==> src/hw/nocPkg.sv <==
package nocPkg;

  localparam int numPorts = 5;
  localparam int lenWidth = 12;
  localparam int dataWidth = 16;

  // one-hot flit kind, head is the lowest bit.
  typedef enum logic [2:0]
  {
    kindHead = 3'b001,
    kindBody = 3'b010,
    kindTail = 3'b100
  } flitKindT;

  // input port index, also the cyclic arbitration order.
  typedef enum logic [2:0]
  {
    portLocal = 3'd0,
    portNorth = 3'd1,
    portEast  = 3'd2,
    portWest  = 3'd3,
    portSouth = 3'd4
  } portT;

  // length is only meaningful in a head flit.
  typedef struct packed
  {
    flitKindT kind;
    logic [lenWidth-1:0] length;
    logic [dataWidth-1:0] data;
  } flitT;

endpackage

==> src/hw/flitLink.sv <==
`timescale 1ns/1ps

// flit moves on a rising edge with valid and ready both high.
interface flitLink import nocPkg::*;
();

  logic valid;
  logic ready;
  flitT flit;

  modport source
  (
    output valid,
    output flit,
    input  ready
  );

  modport sink
  (
    input  valid,
    input  flit,
    output ready
  );

endinterface

==> src/hw/inputBuffer.sv <==
`timescale 1ns/1ps

module inputBuffer import nocPkg::*;
#(
  parameter int bufDepth = 4
)
(
  input  logic    clk,
  input  logic    rst,
  input  logic    inValid,
  output logic    inReady,
  input  flitT    inFlit,
  flitLink.source out
);

  localparam int ptrW = (bufDepth > 1) ? $clog2(bufDepth) : 1;
  localparam int cntW = $clog2(bufDepth + 1);

  flitT mem [bufDepth];
  logic [ptrW-1:0] wrPtr;
  logic [ptrW-1:0] rdPtr;
  logic [cntW-1:0] count;
  logic [cntW-1:0] nextCount;
  logic wrEn;
  logic rdEn;

  assign wrEn = inValid && inReady;
  assign rdEn = out.valid && out.ready;
  assign nextCount = count + cntW'(wrEn) - cntW'(rdEn);

  // front entry is always on the link.
  assign out.valid = (count != '0);
  assign out.flit = mem[rdPtr];

  always_ff @(posedge clk)
  begin
    if (rst)
    begin
      wrPtr <= '0;
      rdPtr <= '0;
      count <= '0;
      inReady <= 1'b0;
    end
    else
    begin
      if (wrEn)
      begin
        if (wrPtr == ptrW'(bufDepth - 1))
          wrPtr <= '0;
        else
          wrPtr <= wrPtr + 1'b1;
      end
      if (rdEn)
      begin
        if (rdPtr == ptrW'(bufDepth - 1))
          rdPtr <= '0;
        else
          rdPtr <= rdPtr + 1'b1;
      end
      count <= nextCount;
      // registered so ready stays low for a cycle after reset.
      inReady <= (nextCount != cntW'(bufDepth));
    end
  end

  always_ff @(posedge clk)
  begin
    if (wrEn)
      mem[wrPtr] <= inFlit;
  end

  noOverflow: assert property (@(posedge clk) disable iff (rst)
    !(wrEn && (count == cntW'(bufDepth))) && !(rdEn && (count == '0)));

endmodule

==> src/hw/holdTimer.sv <==
`timescale 1ns/1ps

module holdTimer import nocPkg::*;
(
  input  logic                clk,
  input  logic                rst,
  input  logic                xfer,
  input  flitKindT            xferKind,
  input  logic [lenWidth-1:0] xferLength,
  input  logic                runTimer,
  output logic                timesUp
);

  logic [lenWidth-1:0] limit;
  logic [lenWidth-1:0] count;
  logic headXfer;

  assign headXfer = xfer && (xferKind == kindHead);

  always_ff @(posedge clk)
  begin
    if (rst)
    begin
      limit <= '0;
      count <= '0;
    end
    else
    begin
      if (headXfer)
        limit <= xferLength;
      // counts flits, not cycles.
      if (!runTimer)
        count <= '0;
      else if (headXfer)
        count <= lenWidth'(1);
      else if (xfer)
        count <= count + 1'b1;
    end
  end

  // a new head can drop the limit below the running count.
  assign timesUp = (count >= limit);

endmodule

==> src/hw/portArbiter.sv <==
`timescale 1ns/1ps

module portArbiter import nocPkg::*;
(
  input  logic                clk,
  input  logic                rst,
  input  logic [numPorts-1:0] req,
  input  logic [numPorts-1:0] timesUp,
  output logic [numPorts-1:0] grant,
  output logic [numPorts-1:0] runTimer
);

  // bit 0 is idle, bit p+1 is port p.
  localparam logic [numPorts:0] stIdle = {{numPorts{1'b0}}, 1'b1};

  logic [numPorts:0] state;
  logic [numPorts:0] nextState;

  // first requester after port last, wrapping back to last itself.
  function automatic logic [numPorts:0] searchFrom(input int last,
                                                   input logic [numPorts-1:0] r);
    logic [numPorts:0] pick;
    logic found;
    int idx;
    pick = stIdle;
    found = 1'b0;
    for (int i = 1; i <= numPorts; i++)
    begin
      idx = (last + i) % numPorts;
      if (!found && r[idx])
      begin
        pick = '0;
        pick[idx + 1] = 1'b1;
        found = 1'b1;
      end
    end
    return pick;
  endfunction

  always_ff @(posedge clk)
  begin
    if (rst)
      state <= stIdle;
    else
      state <= nextState;
  end

  always_comb
  begin
    nextState = stIdle;
    runTimer = '0;
    // from idle the search starts at Local.
    if (state[0])
      nextState = searchFrom(numPorts - 1, req);
    for (int p = 0; p < numPorts; p++)
    begin
      if (state[p + 1])
      begin
        if (req[p] && !timesUp[p])
        begin
          nextState = state;
          runTimer[p] = 1'b1;
        end
        else
        begin
          nextState = searchFrom(p, req);
        end
      end
    end
  end

  assign grant = state[numPorts:1];

  stateOneHot: assert property (@(posedge clk) disable iff (rst) $onehot(state));

  // a fresh grant must follow a request.
  grantHasReq: assert property (@(posedge clk) disable iff (rst)
    (grant & ~$past(grant) & ~$past(req)) == '0);

endmodule

==> src/hw/outputStage.sv <==
`timescale 1ns/1ps

module outputStage import nocPkg::*;
(
  input  logic                clk,
  input  logic                rst,
  flitLink.sink               in [numPorts],
  input  logic [numPorts-1:0] grant,
  output logic                outValid,
  input  logic                outReady,
  output flitT                outFlit,
  output portT                outSrc
);

  logic [numPorts-1:0] linkValid;
  flitT linkFlit [numPorts];
  logic canLoad;
  logic selValid;
  flitT selFlit;
  portT selSrc;

  // register is free, or it drains this cycle.
  assign canLoad = !outValid || outReady;

  for (genvar i = 0; i < numPorts; i++)
  begin : gLink
    assign linkValid[i] = in[i].valid;
    assign linkFlit[i] = in[i].flit;
    assign in[i].ready = grant[i] && canLoad;
  end

  always_comb
  begin
    selFlit = '0;
    selSrc = portLocal;
    for (int i = 0; i < numPorts; i++)
    begin
      if (grant[i])
      begin
        selFlit = linkFlit[i];
        selSrc = portT'(i);
      end
    end
  end

  assign selValid = |(grant & linkValid);

  always_ff @(posedge clk)
  begin
    if (rst)
      outValid <= 1'b0;
    else if (canLoad)
      outValid <= selValid;
  end

  always_ff @(posedge clk)
  begin
    if (canLoad && selValid)
    begin
      outFlit <= selFlit;
      outSrc <= selSrc;
    end
  end

  holdOnStall: assert property (@(posedge clk) disable iff (rst)
    outValid && !outReady |=> outValid && $stable(outFlit) && $stable(outSrc));

endmodule

==> src/hw/routerOutputPort.sv <==
`timescale 1ns/1ps

module routerOutputPort import nocPkg::*;
#(
  parameter int bufDepth = 4
)
(
  input  logic                 clk,
  input  logic                 rst,
  input  logic                 lValid,
  output logic                 lReady,
  input  flitKindT             lKind,
  input  logic [lenWidth-1:0]  lLength,
  input  logic [dataWidth-1:0] lData,
  input  logic                 nValid,
  output logic                 nReady,
  input  flitKindT             nKind,
  input  logic [lenWidth-1:0]  nLength,
  input  logic [dataWidth-1:0] nData,
  input  logic                 eValid,
  output logic                 eReady,
  input  flitKindT             eKind,
  input  logic [lenWidth-1:0]  eLength,
  input  logic [dataWidth-1:0] eData,
  input  logic                 wValid,
  output logic                 wReady,
  input  flitKindT             wKind,
  input  logic [lenWidth-1:0]  wLength,
  input  logic [dataWidth-1:0] wData,
  input  logic                 sValid,
  output logic                 sReady,
  input  flitKindT             sKind,
  input  logic [lenWidth-1:0]  sLength,
  input  logic [dataWidth-1:0] sData,
  output logic                 outValid,
  input  logic                 outReady,
  output flitKindT             outKind,
  output logic [lenWidth-1:0]  outLength,
  output logic [dataWidth-1:0] outData,
  output portT                 outSrc
);

  logic [numPorts-1:0] inValid;
  logic [numPorts-1:0] inReady;
  logic [numPorts-1:0] req;
  logic [numPorts-1:0] xfer;
  logic [numPorts-1:0] grant;
  logic [numPorts-1:0] runTimer;
  logic [numPorts-1:0] timesUp;
  flitT inFlit [numPorts];
  flitT outFlit;

  flitLink links [numPorts] ();

  assign inValid = {sValid, wValid, eValid, nValid, lValid};
  assign {sReady, wReady, eReady, nReady, lReady} = inReady;

  assign inFlit[portLocal] = '{kind: lKind, length: lLength, data: lData};
  assign inFlit[portNorth] = '{kind: nKind, length: nLength, data: nData};
  assign inFlit[portEast]  = '{kind: eKind, length: eLength, data: eData};
  assign inFlit[portWest]  = '{kind: wKind, length: wLength, data: wData};
  assign inFlit[portSouth] = '{kind: sKind, length: sLength, data: sData};

  for (genvar i = 0; i < numPorts; i++)
  begin : gPort
    inputBuffer #(.bufDepth(bufDepth)) inBuf
    (
      .clk(clk),
      .rst(rst),
      .inValid(inValid[i]),
      .inReady(inReady[i]),
      .inFlit(inFlit[i]),
      .out(links[i])
    );

    assign req[i] = links[i].valid;
    assign xfer[i] = links[i].valid && links[i].ready;

    holdTimer holdTmr
    (
      .clk(clk),
      .rst(rst),
      .xfer(xfer[i]),
      .xferKind(links[i].flit.kind),
      .xferLength(links[i].flit.length),
      .runTimer(runTimer[i]),
      .timesUp(timesUp[i])
    );
  end

  portArbiter arbiter0
  (
    .clk(clk),
    .rst(rst),
    .req(req),
    .timesUp(timesUp),
    .grant(grant),
    .runTimer(runTimer)
  );

  outputStage outStage0
  (
    .clk(clk),
    .rst(rst),
    .in(links),
    .grant(grant),
    .outValid(outValid),
    .outReady(outReady),
    .outFlit(outFlit),
    .outSrc(outSrc)
  );

  assign outKind = outFlit.kind;
  assign outLength = outFlit.length;
  assign outData = outFlit.data;

endmodule

==> config.mk <==
export PLATFORM = sky130hd
export DESIGN_NAME = routerOutputPort
export DESIGN_NICKNAME = d
export VERILOG_FILES = /design/src/hw/nocPkg.sv /design/src/hw/flitLink.sv /design/src/hw/inputBuffer.sv /design/src/hw/holdTimer.sv /design/src/hw/portArbiter.sv /design/src/hw/outputStage.sv /design/src/hw/routerOutputPort.sv
export SDC_FILE = /design/constraint.sdc
export NUM_CORES = 1
export LEC_CHECK = 0
export BUFFER_PORTS_ARGS = -buffer_cell sky130_fd_sc_hd__buf_2
export CORE_UTILIZATION = 25
export CTS_BUF_LIST = sky130_fd_sc_hd__clkbuf_8
export DETAILED_ROUTE_END_ITERATION = 16
export PLACE_DENSITY_LB_ADDON = 0.08
export SETUP_SLACK_MARGIN = 0.1
export SLEW_MARGIN = 5
export SYNTH_ARGS = -nofsm -noshare
export SYNTH_HDL_FRONTEND = slang
export SYNTH_SLANG_ARGS = --single-unit
export TNS_END_PERCENT = 1
==> constraint.sdc <==
create_clock -name clk -period 6.35 [get_ports clk]
set_input_delay 0.9525 -clock clk [delete_from_list [all_inputs] [get_ports clk]]
set_output_delay 0.9525 -clock clk [all_outputs]
set_load 0.02 [all_outputs]
==> flow_summary.ini, run 1 <==
[outcome]
outcome = finished with violations
violations = DRC

[die]
row_count = 134
die-area_um2 = 136000
coreArea_um2 = 134000
die_y_um = 369
die_x_um = 369
io_pins = 203
start_util_pct = 25.2

[pwr]
seqPwrFrac_pct = 47.6
intPower_mw = 9.75
power_leakage_nw = 13.6
power_density_nw_per_um2 = 356
clock_power_share_pct = 33.7
switching_share_pct = 30.6
ir_worst_vdd_mv = 0.196
power_switching_mw = 4.31
combPwrFrac_pct = 18.7

[drt]
drtIter0Drc = 1022
vias = 18800
drt_wl_total_um = 97300
drc = 24
routedWlPerCell_um = 22.6
via_per_inst = 4.36
first_pass_iters = 11
ant_nets = 0

[logic_synthesis]
ys_async_sr_fraction_pct = 0
syn_area_per_cell_um2 = 15.9
syn-num-nets = 2382
synth_top_area_share_pct = 58.3
yosysWarnings = 0
yosysMostFrequentCell = edfxtp_1
seq_area_frac_synth_pct = 68.8
ys_top_cells_by_count = edfxtp_1 (654), nor2_1 (208), dfxtp_1 (177)
synth_edf_count = 654
synthXorXnorAreaFrac_pct = 1.64
muxShareOfSynthArea_pct = 12.3
ys.flop_type = edfxtp_1
synth_fa_ha_area_share_pct = 4.01
netlist_instances = 2114
synth-compound-area-share_pct = 4.04
synth_area_leaders = edfxtp_1 (58%), dfxtp_1 (11%), mux4_2 (10%)
synth_cell_type_count = 65
synth_area_um2 = 33700
synth_top_family_by_area = multiplexers
synth-simple-area-share_pct = 6.51
yosys.area.top_type = edfxtp_1
yosys_register_bits = 831

[finish]
final_core_util_pct = 29.6
ff_latch_area_um2 = 23200
drive_gt1_share_pct = 23.8
multi_input_area_um2 = 9620
nFillCells = 13300
area_growth_pct = 17.3
final_nets = 2680

[worst_hold_path]
hold_start = wLength[9]
holdPathEnd = gPort[3].inBuf.mem[1][25]
hold_class = in2reg
holdPathStages = 1

[worst_setup_path]
rr_endpoint = gPort[1].holdTmr.count[11]
r2r-start = arbiter0.state[2]
rrSetupSlack_ns = 2.84
rr_worst_depth = 6
worstPathArrival_ns = 4.20
start_kind = register
path_max_fanout = 40
crit_type = reg2reg
end_kind = register
required_ns = 7.04

[timing]
fin_skew_ns = 0.0364
setup_violations = 0
slew_headroom_pct = 27.0
period_share_pct = 55.2
finalWorstSetupSlack_ns = 2.84
hold_violations = 0
rsz0062_at_grt = no
worst_pin_slew_ns = 1.10
finalMaxSlewViolations = 0
clock.fmax_mhz = 285
fin_setup_tns_ns = 0
period_minus_slack_ns = 3.51

[placement]
port-buffer-count = 202
routabilityCongestion = 0.724
place_ws_ns = 2.58
dp_hpwl_um = 65300

[clock_network]
cts_root_buffer = clkbuf_8
cts_setup_buffers = 0
cts_tree = yes
clk_pin_slew_ns = 0.06
htreeDepth = 4
ctsHoldBuffers = 0
cts.repair.resized = 0
clockBufferDepth = 3
clock_latency_ns = 0.86
cts_sinks = 831
cts_buffers = 154

[job]
maxCapViolCount = 0

[global_routing]
grt_usage_pct = 14.3
grt_max_degree = 78
grt_pass1_vias = 19900
gr-total-overflow = 0
grt_first_pass_wirelength_um = 140000
antenna_found_initial = 46
metal layers:
metal  global-route usage, %  part of all wire [%]  up-vias
met1                    17.2                    42     9417
met3                    4.20                   5.3      221
li1                        -                     -     8716
met2                    24.5                    50      395
met4                    4.59                   2.4       42
met5                       0                  0.28        -
state kept, by name, summed over array words and instances, names as in the netlist, named ones only:
register,flops
outStage0.outFlit,31
gPort.holdTmr.count,60
arbiter0.state,6
gPort.inBuf.inReady,5
outStage0.outValid,1
gPort.inBuf.wrPtr,10
gPort.inBuf.mem,620
gPort.inBuf.rdPtr,10
gPort.holdTmr.limit,60
outStage0.outSrc,3
gPort.inBuf.count,15
how the worst max path moves through the flow:
stage / from / endpoint / slack (ns) / cells after the start
after floorplan: arbiter0.state[3] / outStage0.outFlit[0] / 3.32 / 6
after global placement: outReady / gPort[1].holdTmr.count[1] / 2.72 / 6
after detailed placement: outReady / gPort[1].holdTmr.count[11] / 2.58 / 6
after CTS: arbiter0.state[2] / gPort[1].holdTmr.count[5] / 2.75 / 6
after global routing: arbiter0.state[2] / gPort[1].holdTmr.count[6] / 2.51 / 6
final: arbiter0.state[2] / gPort[1].holdTmr.count[11] / 2.84 / 6
area by class of cell:
class                   instances  share of cell area [%]
clock inverters               116                    1.50
clock buffers                 160                    5.57
diodes                          5                  0.0317
inverters                     107                    1.02
flip-flops and latches        831                    58.7
repair buffers                238                    3.25
well taps                    1768                    5.60
multi-input cells            1080                    24.3
power by group through the flow:
stage	Combinational, mW	Clock, mW	Sequential, mW
after floorplan	1.44	0	6.82
after global routing	2.89	5.17	6.74
after CTS	2.78	4.97	6.71
after global placement	2.76	0	6.81
final	2.63	4.74	6.69
after detailed placement	2.76	0	6.82
layout by cell type (no fill, tap or decap), drive strengths merged, types with 4 or more instances in the layout:
cell type,netlist,layout
xor2,31,31
a21oi,71,71
o22ai,5,5
o21ai,52,52
o21a,4,4
or3,13,13
clkinvlp,0,6
diode,0,5
nor2b,7,7
nor3,55,55
xnor2,32,32
nand2b,4,4
buf,34,238
clkbuf,62,160
or2,4,4
edfxtp,654,654
a21o,4,4
nand4,28,28
and3,24,24
inv,105,171
ha,100,100
and2,6,6
o211ai,4,4
mux4,155,155
a211o,4,4
nand2,89,89
nor2,209,209
fa,5,5
a31oi,6,6
clkinv,2,43
mux2i,66,66
a211oi,11,11
a221oi,32,32
nand3,26,26
dfxtp,177,177
worst max-delay path, cell delays in order, from the launching register on:
cell and delay [ns]:
dfxtp_1 0.30, buf_4 0.45, o31ai_1 0.23, nor2_2 0.54
nand4bb_1 0.90, nand4_1 0.83, nor2_1 0.11
cells by family after synthesis:
group	after synthesis
AO/OA/AOI/OAI	212
XOR/XNOR	63
adder cells (fa/ha/maj)	105
buffers and inverters	203
flip-flops	831
multiplexers	221
AND/OR/NAND/NOR	479
stage by stage:
stage / instances / cell area, um^2 / hold slack [ns] / total power, mW
2_1_floorplan: 2114 / 33700 / 0.454 / 8.26
3_3_place_gp: 4024 / 36700 / 0.467 / 9.57
3_5_place_dp: 4024 / 36700 / 0.486 / 9.58
4_1_cts: 4300 / 39500 / 0.191 / 14.5
5_1_grt: 4301 / 39500 / 0.236 / 14.8
6_report: 4305 / 39500 / 0.310 / 14.1
No activity file was read; power rests on OpenSTA's default activity.
==> run 2: changes to the inputs <==
- clock period: 6.35 -> 3.55 ns (I/O delays scaled with it)
==> run 2 against run 1 <==
- via count is 4.5% higher
- fmax is 19% higher
- clock skew is 0.0096 ns higher
- routed wire length is 2.5% higher
- cell area is 4.7% higher
- hold slack worse by 0.19 ns
- highest routed layer unchanged
- power is 80% higher
- the run still ends with DRC left
- utilization is 1.4 points higher
- critical path depth stayed put
- combinational power is 93% higher
- register-to-register slack worse by 2.2 ns
- final cell count is 4.2% higher
==> flow_summary.ini, run 2 (synthesis results as in run 1) <==
[timing]
rsz0062_at_grt = no
period_minus_slack_ns = 2.94
fin_setup_tns_ns = 0
fin_skew_ns = 0.0460
worst_pin_slew_ns = 0.991
hold_violations = 0
slew_headroom_pct = 33.9
clock.fmax_mhz = 341
setup_violations = 0
period_share_pct = 82.7
finalMaxSlewViolations = 0

[clock_network]
cts_buffers = 156
clock_latency_ns = 0.86
htreeDepth = 4
cts_sinks = 831
clockBufferDepth = 3
clk_pin_slew_ns = 0.06
cts_tree = yes
cts_root_buffer = clkbuf_8

[pwr]
ir_worst_vdd_mv = 0.351
power_leakage_nw = 14.4
power_density_nw_per_um2 = 613

[finish]
reg_top3 = gPort.inBuf.mem (620), gPort.holdTmr.count (60), gPort.holdTmr.limit (60)
most-common-layout-cells = edfxtp_1 (654), nor2_1 (206), buf_2 (201)
final_nets = 2864
largest_reg_flops = 620
instances_no_fill = 4486
area_growth_pct = 22.9
drive_gt1_share_pct = 23.2
layout_commonest_cell = edfxtp_1
largest-register = gPort.inBuf.mem

[die]
die_y_um = 369
die-area_um2 = 136000
coreArea_um2 = 134000
die_x_um = 369
start_util_pct = 25.2
row_count = 134
io_pins = 203

[drt]
drc = 24
first_pass_iters = 12
drt_wl_total_um = 99800
drtIter0Drc = 1037
vias = 19600
via_per_inst = 4.38
ant_nets = 0
routedWlPerCell_um = 22.2

[global_routing]
gr-total-overflow = 0
grt_pass1_vias = 20900
grt_max_degree = 67
antenna_found_initial = 22
grt_usage_pct = 14.7
grt_first_pass_wirelength_um = 145000

[placement]
place_inst = 4047
dp_hpwl_um = 67900
port-buffer-count = 202
routabilityCongestion = 0.749

[outcome]
outcome = finished with violations
violations = DRC

[worst_hold_path]
hold_class = in2reg

[worst_setup_path]
start_kind = register
crit_type = reg2reg
worstPathArrival_ns = 3.48
path_max_fanout = 11
end_kind = register
required_ns = 4.10

[job]
maxCapViolCount = 0
[run 2: cell count changes in the layout (fill, tap and decap cells not counted), moves of 2 or more]
| cell | delta |
|---|---|
| clkbuf_8 | +9 |
| buf_12 | +10 |
| clkinv_1 | -10 |
| clkinv_2 | +5 |
| buf_4 | +13 |
| dlygate4sd3_1 | +159 |
| bufinv_16 | -3 |
| inv_6 | -2 |
| inv_8 | -2 |
| inv_1 | +3 |
[run 2: path summary, 6_finish.rpt]
path | endpoint | slack (ns) | depth (start not counted) | startpoint
worst max register to register | outStage0.outFlit[16] | 0.61 | 6 | register
worst max-delay path | outStage0.outFlit[16] | 0.61 | 6 | register
worst min-delay path | gPort[1].inBuf.count[0] | 0.12 | 2 | rst
worst min register to register | register | 0.49 | 2 | gPort[3].inBuf.rdPtr[1]
[run 2: area by class of cell]
type,count,area (um^2)
clock inverter,105,442
multi-input combinational,1080,9620
fill,13300,92200
inverter,107,402
clock buffer,169,2330
sequential,831,23200
tap,1768,2210
antenna,6,15.0
timing repair buffer,420,3170
[run 2: layer usage]
metal  up-vias  routed length [um]  track usage (%)
li1       9083                   -                -
met1      9961               43000             18.2
met2       383               50200             25.3
met3       187                4210             3.42
met4        24                2250             4.62
met5         -                 143                0
[run 2: report_power, final]
group,internal [mW],total [mW],switching (mW)
logic,1.80,5.07,3.27
clock network,4.34,8.36,4.02
registers,11.5,11.9,0.429
[run 2: what timing repair did]
| action | in CTS | in global routing |
|---|---|---|
| setup buffers | 0 | 0 |
| hold endpoints to repair | 625 | 0 |
| hold buffers | 159 | 0 |
| gates resized for setup | 0 | 0 |
[run 2: worst max-delay path: stages (launching register included)]
cell and delay [ns]:
dfxtp_2 0.67, buf_4 0.28, mux4_2 0.57, a221oi_1 0.51, nor3_1 0.19, a21oi_1 0.26, o21ai_0 0.14
[run 2: through the flow]
stage | util [%] | power [mW] | instance area (um^2) | worst slack, ns | hold slack, ns
3_5_place_dp | 27.7 | 17.4 | 37000 | 0.333 | 0.483
5_1_grt | 31.0 | 26.7 | 41400 | 0.356 | 0.0715
6_report | 31.0 | 25.4 | 41400 | 0.614 | 0.121
4_1_cts | 31.0 | 26.1 | 41400 | 0.289 | 0.00275
2_1_floorplan | - | 14.8 | 33700 | 0.516 | 0.454
3_3_place_gp | 27.7 | 17.3 | 37000 | 0.358 | 0.470
